==> src/core_pkg.sv <==
package core_pkg;

    // RV32I fixes all widths, so these stay localparams rather than module parameters
    localparam int unsigned XLEN       = 32;
    localparam int unsigned REG_ADDR_W = 5;
    localparam int unsigned NUM_REGS   = 2 ** REG_ADDR_W;

    localparam logic [XLEN-1:0] PC_RESET = '0;
    localparam logic [XLEN-1:0] PC_STEP  = 32'd4;  // every instruction is one word

    // major opcodes, bits [6:0]
    localparam logic [6:0] OPC_OP_IMM = 7'b0010011;
    localparam logic [6:0] OPC_OP     = 7'b0110011;
    localparam logic [6:0] OPC_LUI    = 7'b0110111;
    localparam logic [6:0] OPC_SYSTEM = 7'b1110011;

    // funct3 values of the supported ALU operations
    localparam logic [2:0] F3_ADD_SUB = 3'b000;
    localparam logic [2:0] F3_XOR     = 3'b100;
    localparam logic [2:0] F3_OR      = 3'b110;
    localparam logic [2:0] F3_AND     = 3'b111;

    localparam logic [6:0] F7_BASE = 7'b0000000;
    localparam logic [6:0] F7_SUB  = 7'b0100000;  // sets the sub bit of add

    // ebreak is matched on the whole word, so ecall and friends fall through as unknown
    localparam logic [XLEN-1:0] EBREAK_INST = 32'h0010_0073;

    // one state per step of the three-cycle instruction
    typedef enum logic [1:0] {
        S_FETCH  = 2'd0,
        S_DECODE = 2'd1,
        S_EXEC   = 2'd2,
        S_HALT   = 2'd3
    } ctrl_state_e;

    // operation handed from the decoder to the execute unit
    typedef enum logic [2:0] {
        OP_NOP  = 3'd0,  // retires without writing
        OP_ADD  = 3'd1,
        OP_SUB  = 3'd2,
        OP_AND  = 3'd3,
        OP_OR   = 3'd4,
        OP_XOR  = 3'd5,
        OP_PASS = 3'd6,  // lui passes the U immediate
        OP_HALT = 3'd7
    } exu_op_e;

endpackage
==> src/core_top.sv <==
module core_top (
    input  logic                            clk,
    input  logic                            arst_n,
    input  logic [core_pkg::XLEN-1:0]       inst,
    output logic [core_pkg::XLEN-1:0]       inst_addr,
    output logic                            wb_en,
    output logic [core_pkg::REG_ADDR_W-1:0] wb_addr,
    output logic [core_pkg::XLEN-1:0]       wb_data,
    output logic                            halted,
    output logic [core_pkg::XLEN-1:0]       instret
);

    logic fetch_en;
    logic decode_en;
    logic exec_en;
    logic halt_req;

    logic [core_pkg::XLEN-1:0] ir;  // instruction register

    logic [core_pkg::REG_ADDR_W-1:0] rs1_addr;
    logic [core_pkg::REG_ADDR_W-1:0] rs2_addr;
    logic [core_pkg::XLEN-1:0]       rdata1;
    logic [core_pkg::XLEN-1:0]       rdata2;
    logic [core_pkg::XLEN-1:0]       src1;
    logic [core_pkg::XLEN-1:0]       src2;
    logic [core_pkg::REG_ADDR_W-1:0] rd;
    core_pkg::exu_op_e               op;

    // the instruction port answers in the same cycle, so fetch is one load
    always_ff @(posedge clk) begin
        if (fetch_en) begin
            ir <= inst;
        end
    end

    ctrl_fsm u_ctrl_fsm (
        .clk       (clk),
        .arst_n    (arst_n),
        .halt_req  (halt_req),
        .fetch_en  (fetch_en),
        .decode_en (decode_en),
        .exec_en   (exec_en),
        .halted    (halted)
    );

    pc_counter u_pc_counter (
        .clk      (clk),
        .arst_n   (arst_n),
        .exec_en  (exec_en),
        .halt_req (halt_req),
        .pc       (inst_addr),
        .instret  (instret)
    );

    idu u_idu (
        .clk       (clk),
        .arst_n    (arst_n),
        .decode_en (decode_en),
        .inst      (ir),
        .rdata1    (rdata1),
        .rdata2    (rdata2),
        .rs1_addr  (rs1_addr),
        .rs2_addr  (rs2_addr),
        .src1      (src1),
        .src2      (src2),
        .rd        (rd),
        .op        (op)
    );

    regfile u_regfile (
        .clk      (clk),
        .arst_n   (arst_n),
        .rs1_addr (rs1_addr),
        .rs2_addr (rs2_addr),
        .we       (wb_en),
        .waddr    (wb_addr),
        .wdata    (wb_data),
        .rdata1   (rdata1),
        .rdata2   (rdata2)
    );

    exu u_exu (
        .clk      (clk),
        .arst_n   (arst_n),
        .exec_en  (exec_en),
        .op       (op),
        .src1     (src1),
        .src2     (src2),
        .rd       (rd),
        .wb_en    (wb_en),
        .wb_addr  (wb_addr),
        .wb_data  (wb_data),
        .halt_req (halt_req)
    );

endmodule

==> src/exu.sv <==
module exu (
    input  logic                            clk,
    input  logic                            arst_n,
    input  logic                            exec_en,
    input  core_pkg::exu_op_e               op,
    input  logic [core_pkg::XLEN-1:0]       src1,
    input  logic [core_pkg::XLEN-1:0]       src2,
    input  logic [core_pkg::REG_ADDR_W-1:0] rd,
    output logic                            wb_en,
    output logic [core_pkg::REG_ADDR_W-1:0] wb_addr,
    output logic [core_pkg::XLEN-1:0]       wb_data,
    output logic                            halt_req
);

    logic [core_pkg::XLEN-1:0] alu_result;
    logic                      writes;

    always_comb begin
        case (op)
            core_pkg::OP_ADD:  alu_result = src1 + src2;
            core_pkg::OP_SUB:  alu_result = src1 - src2;
            core_pkg::OP_AND:  alu_result = src1 & src2;
            core_pkg::OP_OR:   alu_result = src1 | src2;
            core_pkg::OP_XOR:  alu_result = src1 ^ src2;
            core_pkg::OP_PASS: alu_result = src2;
            default:           alu_result = '0;  // nop and halt produce nothing
        endcase
    end

    assign writes = (op != core_pkg::OP_NOP) && (op != core_pkg::OP_HALT);

    // combinational so the controller and the pc see it in the same exec cycle
    assign halt_req = exec_en && (op == core_pkg::OP_HALT);

    // the strobe lands in the cycle after exec, three cycles after the fetch,
    // and the register file takes the data on the edge that closes that cycle
    always_ff @(posedge clk or negedge arst_n) begin
        if (!arst_n) begin
            wb_en <= 1'b0;
        end else begin
            wb_en <= exec_en && writes;
        end
    end

    always_ff @(posedge clk) begin
        if (exec_en) begin
            wb_addr <= rd;
            wb_data <= alu_result;
        end
    end

endmodule

==> src/regfile.sv <==
module regfile (
    input  logic                            clk,
    input  logic                            arst_n,
    input  logic [core_pkg::REG_ADDR_W-1:0] rs1_addr,
    input  logic [core_pkg::REG_ADDR_W-1:0] rs2_addr,
    input  logic                            we,
    input  logic [core_pkg::REG_ADDR_W-1:0] waddr,
    input  logic [core_pkg::XLEN-1:0]       wdata,
    output logic [core_pkg::XLEN-1:0]       rdata1,
    output logic [core_pkg::XLEN-1:0]       rdata2
);

    // x0 has no storage
    logic [core_pkg::XLEN-1:0] regs [1:core_pkg::NUM_REGS-1];

    always_ff @(posedge clk or negedge arst_n) begin
        if (!arst_n) begin
            for (int i = 1; i < core_pkg::NUM_REGS; i++) begin
                regs[i] <= '0;
            end
        end else if (we && waddr != '0) begin
            regs[waddr] <= wdata;
        end
    end

    assign rdata1 = (rs1_addr == '0) ? '0 : regs[rs1_addr];
    assign rdata2 = (rs2_addr == '0) ? '0 : regs[rs2_addr];

    // the decoder turns every x0 destination into a no-op before it gets here
    no_write_to_x0: assert property (
        @(posedge clk) disable iff (!arst_n)
        we |-> (waddr != '0)
    );

endmodule

==> src/idu.sv <==
module idu (
    input  logic                            clk,
    input  logic                            arst_n,
    input  logic                            decode_en,
    input  logic [core_pkg::XLEN-1:0]       inst,
    input  logic [core_pkg::XLEN-1:0]       rdata1,
    input  logic [core_pkg::XLEN-1:0]       rdata2,
    output logic [core_pkg::REG_ADDR_W-1:0] rs1_addr,
    output logic [core_pkg::REG_ADDR_W-1:0] rs2_addr,
    output logic [core_pkg::XLEN-1:0]       src1,
    output logic [core_pkg::XLEN-1:0]       src2,
    output logic [core_pkg::REG_ADDR_W-1:0] rd,
    output core_pkg::exu_op_e               op
);

    logic [6:0] opcode;
    logic [2:0] funct3;
    logic [6:0] funct7;
    logic [core_pkg::REG_ADDR_W-1:0] rd_field;

    logic [core_pkg::XLEN-1:0] imm_i;
    logic [core_pkg::XLEN-1:0] imm_u;

    core_pkg::exu_op_e dec_op;
    logic is_imm;
    logic is_reg;
    logic is_lui;
    logic known;
    logic reg1_ren;
    logic reg2_ren;
    logic wreg_ren;

    logic [core_pkg::REG_ADDR_W-1:0] rd_next;
    core_pkg::exu_op_e               op_next;
    logic [core_pkg::XLEN-1:0]       src2_next;

    assign opcode   = inst[6:0];
    assign funct3   = inst[14:12];
    assign funct7   = inst[31:25];
    assign rd_field = inst[11:7];

    assign imm_i = {{(core_pkg::XLEN-12){inst[31]}}, inst[31:20]};
    assign imm_u = {inst[31:12], 12'b0};

    always_comb begin
        dec_op = core_pkg::OP_NOP;
        case (opcode)
            core_pkg::OPC_OP_IMM: begin
                case (funct3)
                    core_pkg::F3_ADD_SUB: dec_op = core_pkg::OP_ADD;
                    core_pkg::F3_XOR:     dec_op = core_pkg::OP_XOR;
                    core_pkg::F3_OR:      dec_op = core_pkg::OP_OR;
                    core_pkg::F3_AND:     dec_op = core_pkg::OP_AND;
                    default:              dec_op = core_pkg::OP_NOP;  // shifts, slti
                endcase
            end
            core_pkg::OPC_OP: begin
                if (funct3 == core_pkg::F3_ADD_SUB && funct7 == core_pkg::F7_BASE) begin
                    dec_op = core_pkg::OP_ADD;
                end else if (funct3 == core_pkg::F3_ADD_SUB && funct7 == core_pkg::F7_SUB) begin
                    dec_op = core_pkg::OP_SUB;
                end
            end
            core_pkg::OPC_LUI:    dec_op = core_pkg::OP_PASS;
            core_pkg::OPC_SYSTEM: begin
                if (inst == core_pkg::EBREAK_INST) begin
                    dec_op = core_pkg::OP_HALT;
                end
            end
            default:              dec_op = core_pkg::OP_NOP;
        endcase
    end

    assign is_imm = (opcode == core_pkg::OPC_OP_IMM);
    assign is_reg = (opcode == core_pkg::OPC_OP);
    assign is_lui = (opcode == core_pkg::OPC_LUI);
    assign known  = (dec_op != core_pkg::OP_NOP);

    // an unused read port is parked on x0, which reads as zero
    assign reg1_ren = known && (is_imm || is_reg);
    assign reg2_ren = known && is_reg;
    assign rs1_addr = reg1_ren ? inst[19:15] : '0;
    assign rs2_addr = reg2_ren ? inst[24:20] : '0;

    // writes to x0 become no-ops here, nothing downstream filters them again
    assign wreg_ren = known && (dec_op != core_pkg::OP_HALT) && (rd_field != '0);
    assign rd_next  = wreg_ren ? rd_field : '0;
    assign op_next  = (wreg_ren || dec_op == core_pkg::OP_HALT) ? dec_op : core_pkg::OP_NOP;

    assign src2_next = is_reg ? rdata2 : (is_lui ? imm_u : imm_i);

    always_ff @(posedge clk or negedge arst_n) begin
        if (!arst_n) begin
            rd <= '0;
            op <= core_pkg::OP_NOP;
        end else if (decode_en) begin
            rd <= rd_next;
            op <= op_next;
        end
    end

    always_ff @(posedge clk) begin
        if (decode_en) begin
            src1 <= rdata1;  // zero whenever rs1 is unused
            src2 <= src2_next;
        end
    end

endmodule

==> src/ctrl_fsm.sv <==
module ctrl_fsm (
    input  logic clk,
    input  logic arst_n,
    input  logic halt_req,
    output logic fetch_en,
    output logic decode_en,
    output logic exec_en,
    output logic halted
);

    core_pkg::ctrl_state_e state;
    core_pkg::ctrl_state_e state_next;

    always_comb begin
        state_next = state;
        case (state)
            core_pkg::S_FETCH:  state_next = core_pkg::S_DECODE;
            core_pkg::S_DECODE: state_next = core_pkg::S_EXEC;
            core_pkg::S_EXEC: begin
                // ebreak is seen while it executes, so halting costs no extra cycle
                state_next = halt_req ? core_pkg::S_HALT : core_pkg::S_FETCH;
            end
            core_pkg::S_HALT:   state_next = core_pkg::S_HALT;  // only reset leaves
            default:            state_next = core_pkg::S_FETCH;
        endcase
    end

    always_ff @(posedge clk or negedge arst_n) begin
        if (!arst_n) begin
            state  <= core_pkg::S_FETCH;  // first fetch right after reset
            halted <= 1'b0;
        end else begin
            state  <= state_next;
            halted <= (state_next == core_pkg::S_HALT);
        end
    end

    assign fetch_en  = (state == core_pkg::S_FETCH);
    assign decode_en = (state == core_pkg::S_DECODE);
    assign exec_en   = (state == core_pkg::S_EXEC);

    // outside the halt exactly one step runs, and once halted no step runs
    one_step_per_cycle: assert property (
        @(posedge clk) disable iff (!arst_n)
        $onehot({fetch_en, decode_en, exec_en, halted})
    );

    halted_is_sticky: assert property (
        @(posedge clk) disable iff (!arst_n)
        halted |=> halted
    );

endmodule

==> src/pc_counter.sv <==
module pc_counter (
    input  logic                      clk,
    input  logic                      arst_n,
    input  logic                      exec_en,
    input  logic                      halt_req,
    output logic [core_pkg::XLEN-1:0] pc,
    output logic [core_pkg::XLEN-1:0] instret
);

    logic retire;

    // ebreak leaves the pc on its own address and does not count as retired
    assign retire = exec_en && !halt_req;

    always_ff @(posedge clk or negedge arst_n) begin
        if (!arst_n) begin
            pc      <= core_pkg::PC_RESET;
            instret <= '0;
        end else if (retire) begin
            pc      <= pc + core_pkg::PC_STEP;
            instret <= instret + 1'b1;  // no-ops count too
        end
    end

    // the pc only ever moves by whole words from an aligned reset value
    pc_word_aligned: assert property (
        @(posedge clk) disable iff (!arst_n)
        pc[1:0] == 2'b00
    );

endmodule

==> config.mk <==
export PLATFORM = sky130hd
export DESIGN_NAME = core_top
export DESIGN_NICKNAME = d
export VERILOG_FILES = /design/src/core_pkg.sv /design/src/core_top.sv /design/src/exu.sv /design/src/regfile.sv /design/src/idu.sv /design/src/ctrl_fsm.sv /design/src/pc_counter.sv
export SDC_FILE = /design/constraint.sdc
export NUM_CORES = 2
export LEC_CHECK = 0
export BUFFER_PORTS_ARGS = -buffer_cell sky130_fd_sc_hd__buf_2
export CAP_MARGIN = 30
export CORE_MARGIN = 1
export CORE_UTILIZATION = 55
export DETAILED_ROUTE_END_ITERATION = 8
export MAX_ROUTING_LAYER = met4
export PLACE_DENSITY = 0.81
export SLEW_MARGIN = 10
export SYNTH_ARGS = -nofsm -noshare
export SYNTH_HDL_FRONTEND = slang
export SYNTH_HIERARCHICAL = 1
export SYNTH_SLANG_ARGS = --single-unit
==> constraint.sdc <==
create_clock -name clk -period 6.31 [get_ports clk]
set_clock_uncertainty 0.2 [all_clocks]
set_input_delay 1.5775 -clock clk [delete_from_list [all_inputs] [get_ports clk]]
set_output_delay 1.5775 -clock clk [all_outputs]
set_load 0.005 [all_outputs]
==> results.md <==
* CORE AREA at 0.119 sq mm
* CTS H-tree lvls at 4
* Area Overhead vs Synth at 10.8%
* #FFs+latches synth at 1199
* CP Cell Sequence: or4_4 -> nor4_1 -> a211oi_1 -> nor3b_2 -> buf_4 -> buf_12 -> nor2b_4 -> buf_12 -> a21oi_1 -> a21oi_1 -> o21ai_0 -> nand2_1 -> a21oi_1
* Worst Path Max Fanout at 129
* Status: finished clean
* Vias in the first global route at 47577
* Height of the die at 348 microns
* I/O pins at 137
* Sequential share of the synthesized area at 0.465
* First DRT Iteration DRCs at 6250
* CTS root buf: clkbuf_16
* DRC viols at 0
* Post-synthesis async set-or-reset flop share at 0.889
* Slew @ Worst Pin at 1.06 ns
* Vias per cell at 7.04
* Clock Path Buffers at 3
* Ys flop type: dfrtp_1
* Pleak at 31.9 nW
* Hold EP: u_pc_counter/instret[31]$_DFFE_PN0P_
* Min-delay src: u_pc_counter/instret[31]$_DFFE_PN0P_
* Clock slew at reported path FFs at 0.06 ns
* Share of cells above drive strength 1 at 0.404
* Synth Cell Area at 0.0660 sq mm
* R2R setup slack at 1.04 ns
* Critical path type: reg2reg
* Initial antenna violation count at 5
* Period utilization at 0.835
* Final nets at 5035
* Die Wd at 348 microns
* Yosys warns at 6
* Most Frequent Cell on Critical Path: a21oi_1
* Antenna-violating nets left at 0
* Setup Buffers After CTS at 0
* CP max stage delay at 0.75 ns
* Pin count of the biggest net entering global routing at 135
* Fin crit period at 5.27 ns
* First-pass GRT wire length at 308 mm
* Clock power share at 0.269
* Grt ovf at 0
* TritonCTS buffer count at 131
* Max-cap violations at 0
* Design area at 0.0731 sq mm
* Top delay family on crit path: simple AND/OR/NAND/NOR gates
* Dpl cells at 6365
* Switching Power at 0.00998 W
* Cells after synthesis at 4937
* Post-synth EDFFs at 133
* Overall power at 0.0291 W
* Number of gates resized after CTS at 0
* Fin cells at 6609
* Rel. slew slack at 0.295
* Sequential share of power at 0.416
* Sink Count at 1199
* Clock Latency Late Sink at 0.77 ns
* Reg2reg path depth at 13
* Worst IR Drop VDD at 244 uV
* Row count at 126
* CP startpoint kind: register
* Internal Power at 0.0191 W
* Hold Buf Count CTS at 0
* Worst Hold Class: reg2reg
* Hold Path Depth at 1
* WP data required at 6.70 ns
* Buffers on Ports at 134
* WL per Instance at 31.4 microns
* Synthesized area per cell at 13.4 sq um
* Achievable Freq at 190 MHz
* Final RePlAce weighted congestion at 1.02
* Hold Fails Final Rpt at 0
* RSZ-0062 raised after global routing: false
* Setup TNS at 0 ns
* Final WL at 207 mm
* Buf/Inv on CP at 3
* Crit Reg-Reg Endpoint: u_idu/src2[5]$_DFFE_PP_
* Kind of end point of the critical path: register
* Post-synthesis cell type count at 87
* Total GRT Usage at 0.353
* 1st-pass router iterations at 7
* Final setup vio count at 0
* Gate power share at 0.316
* Max Slew Vio Count at 0
* TritonCTS clock tree: yes
* Die ar. at 0.121 sq mm
* Vias at 46547
* Starting Density at 0.556
* PD cells at 398 mW/mm^2
* CP max stage cell: o21ai_0
* DP Area at 0.0686 sq mm
* Crit path DAT at 5.66 ns
* Reg2reg start: ir[27]$_DFFE_PP_
* DPL Wire Length at 124 mm
* Net Sw Frac at 0.343
==> registers in the layout, indices dropped and copies added (netlist names), 3 cells and up <==
register	cells
u_pc_counter/pc	30
u_pc_counter/instret	32
u_exu/wb_addr	5
u_regfile/regs	992
u_idu/op	3
u_idu/src2	32
ir	32
u_exu/wb_data	32
u_idu/rd	5
u_idu/src1	32
==> power by group through the flow <==
stage	Clock [W]	Combinational [W]	Sequential [W]
2_1_floorplan	0	0.00646	0.0113
3_3_place_gp	0	0.00798	0.0123
3_5_place_dp	0	0.00881	0.0121
4_1_cts	0.00786	0.00888	0.0120
5_1_grt	0.00818	0.00980	0.0123
6_report	0.00781	0.00918	0.0121
==> cells in the final DEF (no fill, tap or decap), types with 18 or more instances in the layout <==
| cell type | n |
|---|---|
| buf_2 | 133 |
| clkbuf_8 | 22 |
| xnor2_1 | 93 |
| nand4_1 | 28 |
| o21ai_0 | 64 |
| and3_1 | 20 |
| edfxtp_1 | 133 |
| ha_1 | 98 |
| buf_4 | 92 |
| o221ai_1 | 19 |
| nand2_1 | 269 |
| o32a_1 | 18 |
| nor3_1 | 50 |
| nand3_1 | 74 |
| a221o_1 | 20 |
| a31oi_1 | 21 |
| a22oi_1 | 44 |
| mux2_2 | 1054 |
| clkinv_2 | 19 |
| mux2i_1 | 188 |
| nor2_1 | 120 |
| nor2b_1 | 64 |
| a21oi_1 | 177 |
| dfrtp_1 | 1066 |
| a221oi_1 | 57 |
| o211ai_1 | 73 |
| mux4_2 | 399 |
| clkbuf_16 | 140 |
| buf_12 | 34 |
| inv_1 | 81 |
| clkbuf_1 | 32 |
| xor2_1 | 25 |
==> synth_stat cells (26+ instances only) <==
cell | instances | share of area
o211ai_1 | 73 | 0.0083
nor2b_1 | 69 | 0.0065
ha_1 | 98 | 0.019
nand4_1 | 28 | 0.0027
nand3_1 | 76 | 0.0058
inv_1 | 81 | 0.0046
a22oi_1 | 44 | 0.0050
edfxtp_1 | 133 | 0.061
mux2i_1 | 188 | 0.029
nand2_1 | 284 | 0.016
dfrtp_1 | 1066 | 0.40
buf_1 | 28 | 0.0016
xnor2_1 | 93 | 0.012
clkbuf_1 | 224 | 0.013
mux2_2 | 1054 | 0.18
a31oi_1 | 26 | 0.0025
nor3_1 | 51 | 0.0039
buf_4 | 43 | 0.0049
nor2_1 | 135 | 0.0077
a221oi_1 | 57 | 0.0076
a21oi_1 | 177 | 0.013
buf_2 | 143 | 0.011
o21ai_0 | 64 | 0.0049
mux4_2 | 399 | 0.14
==> kinds of logic (layout without fill, tap and decap cells) <==
family,count (synthesis),after routing,share of synthesized area
other cells,1,7,0.0000568
simple gates,757,757,0.0568
compound gates,579,579,0.0603
mux,1652,1652,0.347
flops,1199,1199,0.465
buf+inv,532,598,0.0369
fa+ha+maj,99,99,0.0189
xor+xnor,118,118,0.0157
==> how the worst max path moves through the flow <==
stage | startpoint | endpoint | slack, ns | depth (start not counted)
floorplan | u_idu/src2[12]$_DFFE_PP_ | u_exu/wb_data[31]$_SDFFCE_PN0P_ | 2.04 | 16
global placement | ir[27]$_DFFE_PP_ | u_idu/src2[17]$_DFFE_PP_ | 1.30 | 12
detailed placement | ir[27]$_DFFE_PP_ | u_idu/src2[17]$_DFFE_PP_ | 1.26 | 12
CTS | ir[27]$_DFFE_PP_ | u_idu/src2[17]$_DFFE_PP_ | 1.25 | 12
global route | ir[12]$_DFFE_PP_ | u_idu/src2[5]$_DFFE_PP_ | 0.96 | 13
finish | ir[27]$_DFFE_PP_ | u_idu/src2[5]$_DFFE_PP_ | 1.04 | 13
==> per-stage QoR <==
stage | hold WS [ns] | worst slack (ns) | util
4_1_cts | 0.270 | 1.25 | 0.616
2_1_floorplan | 0.224 | 2.04 | -
5_1_grt | 0.278 | 0.959 | 0.616
3_5_place_dp | 0.260 | 1.26 | 0.579
6_report | 0.269 | 1.04 | 0.616
3_3_place_gp | 0.257 | 1.30 | 0.575
==> final cells by class <==
type                            instances  area, sq um
Antenna cell                            5         12.5
Clock buffer                          193         3900
Clock inverter                         42          444
Fill cell                            8544        45500
Inverter                               82          310
Multi-Input combinational cell       3207        33200
Sequential cell                      1199        30700
Tap cell                             1600         2000
Timing Repair Buffer                  281         2550
==> layer usage <==
metal | vias up | GRT usage | routed length, microns
li1 | 18570 | - | -
met1 | 23844 | 0.439 | 75100
met2 | 3238 | 0.507 | 92300
met3 | 895 | 0.112 | 26700
met4 | 0 | 0.206 | 13300
met5 | - | - | 0
Note: power is estimated with default switching activity, not from simulation.
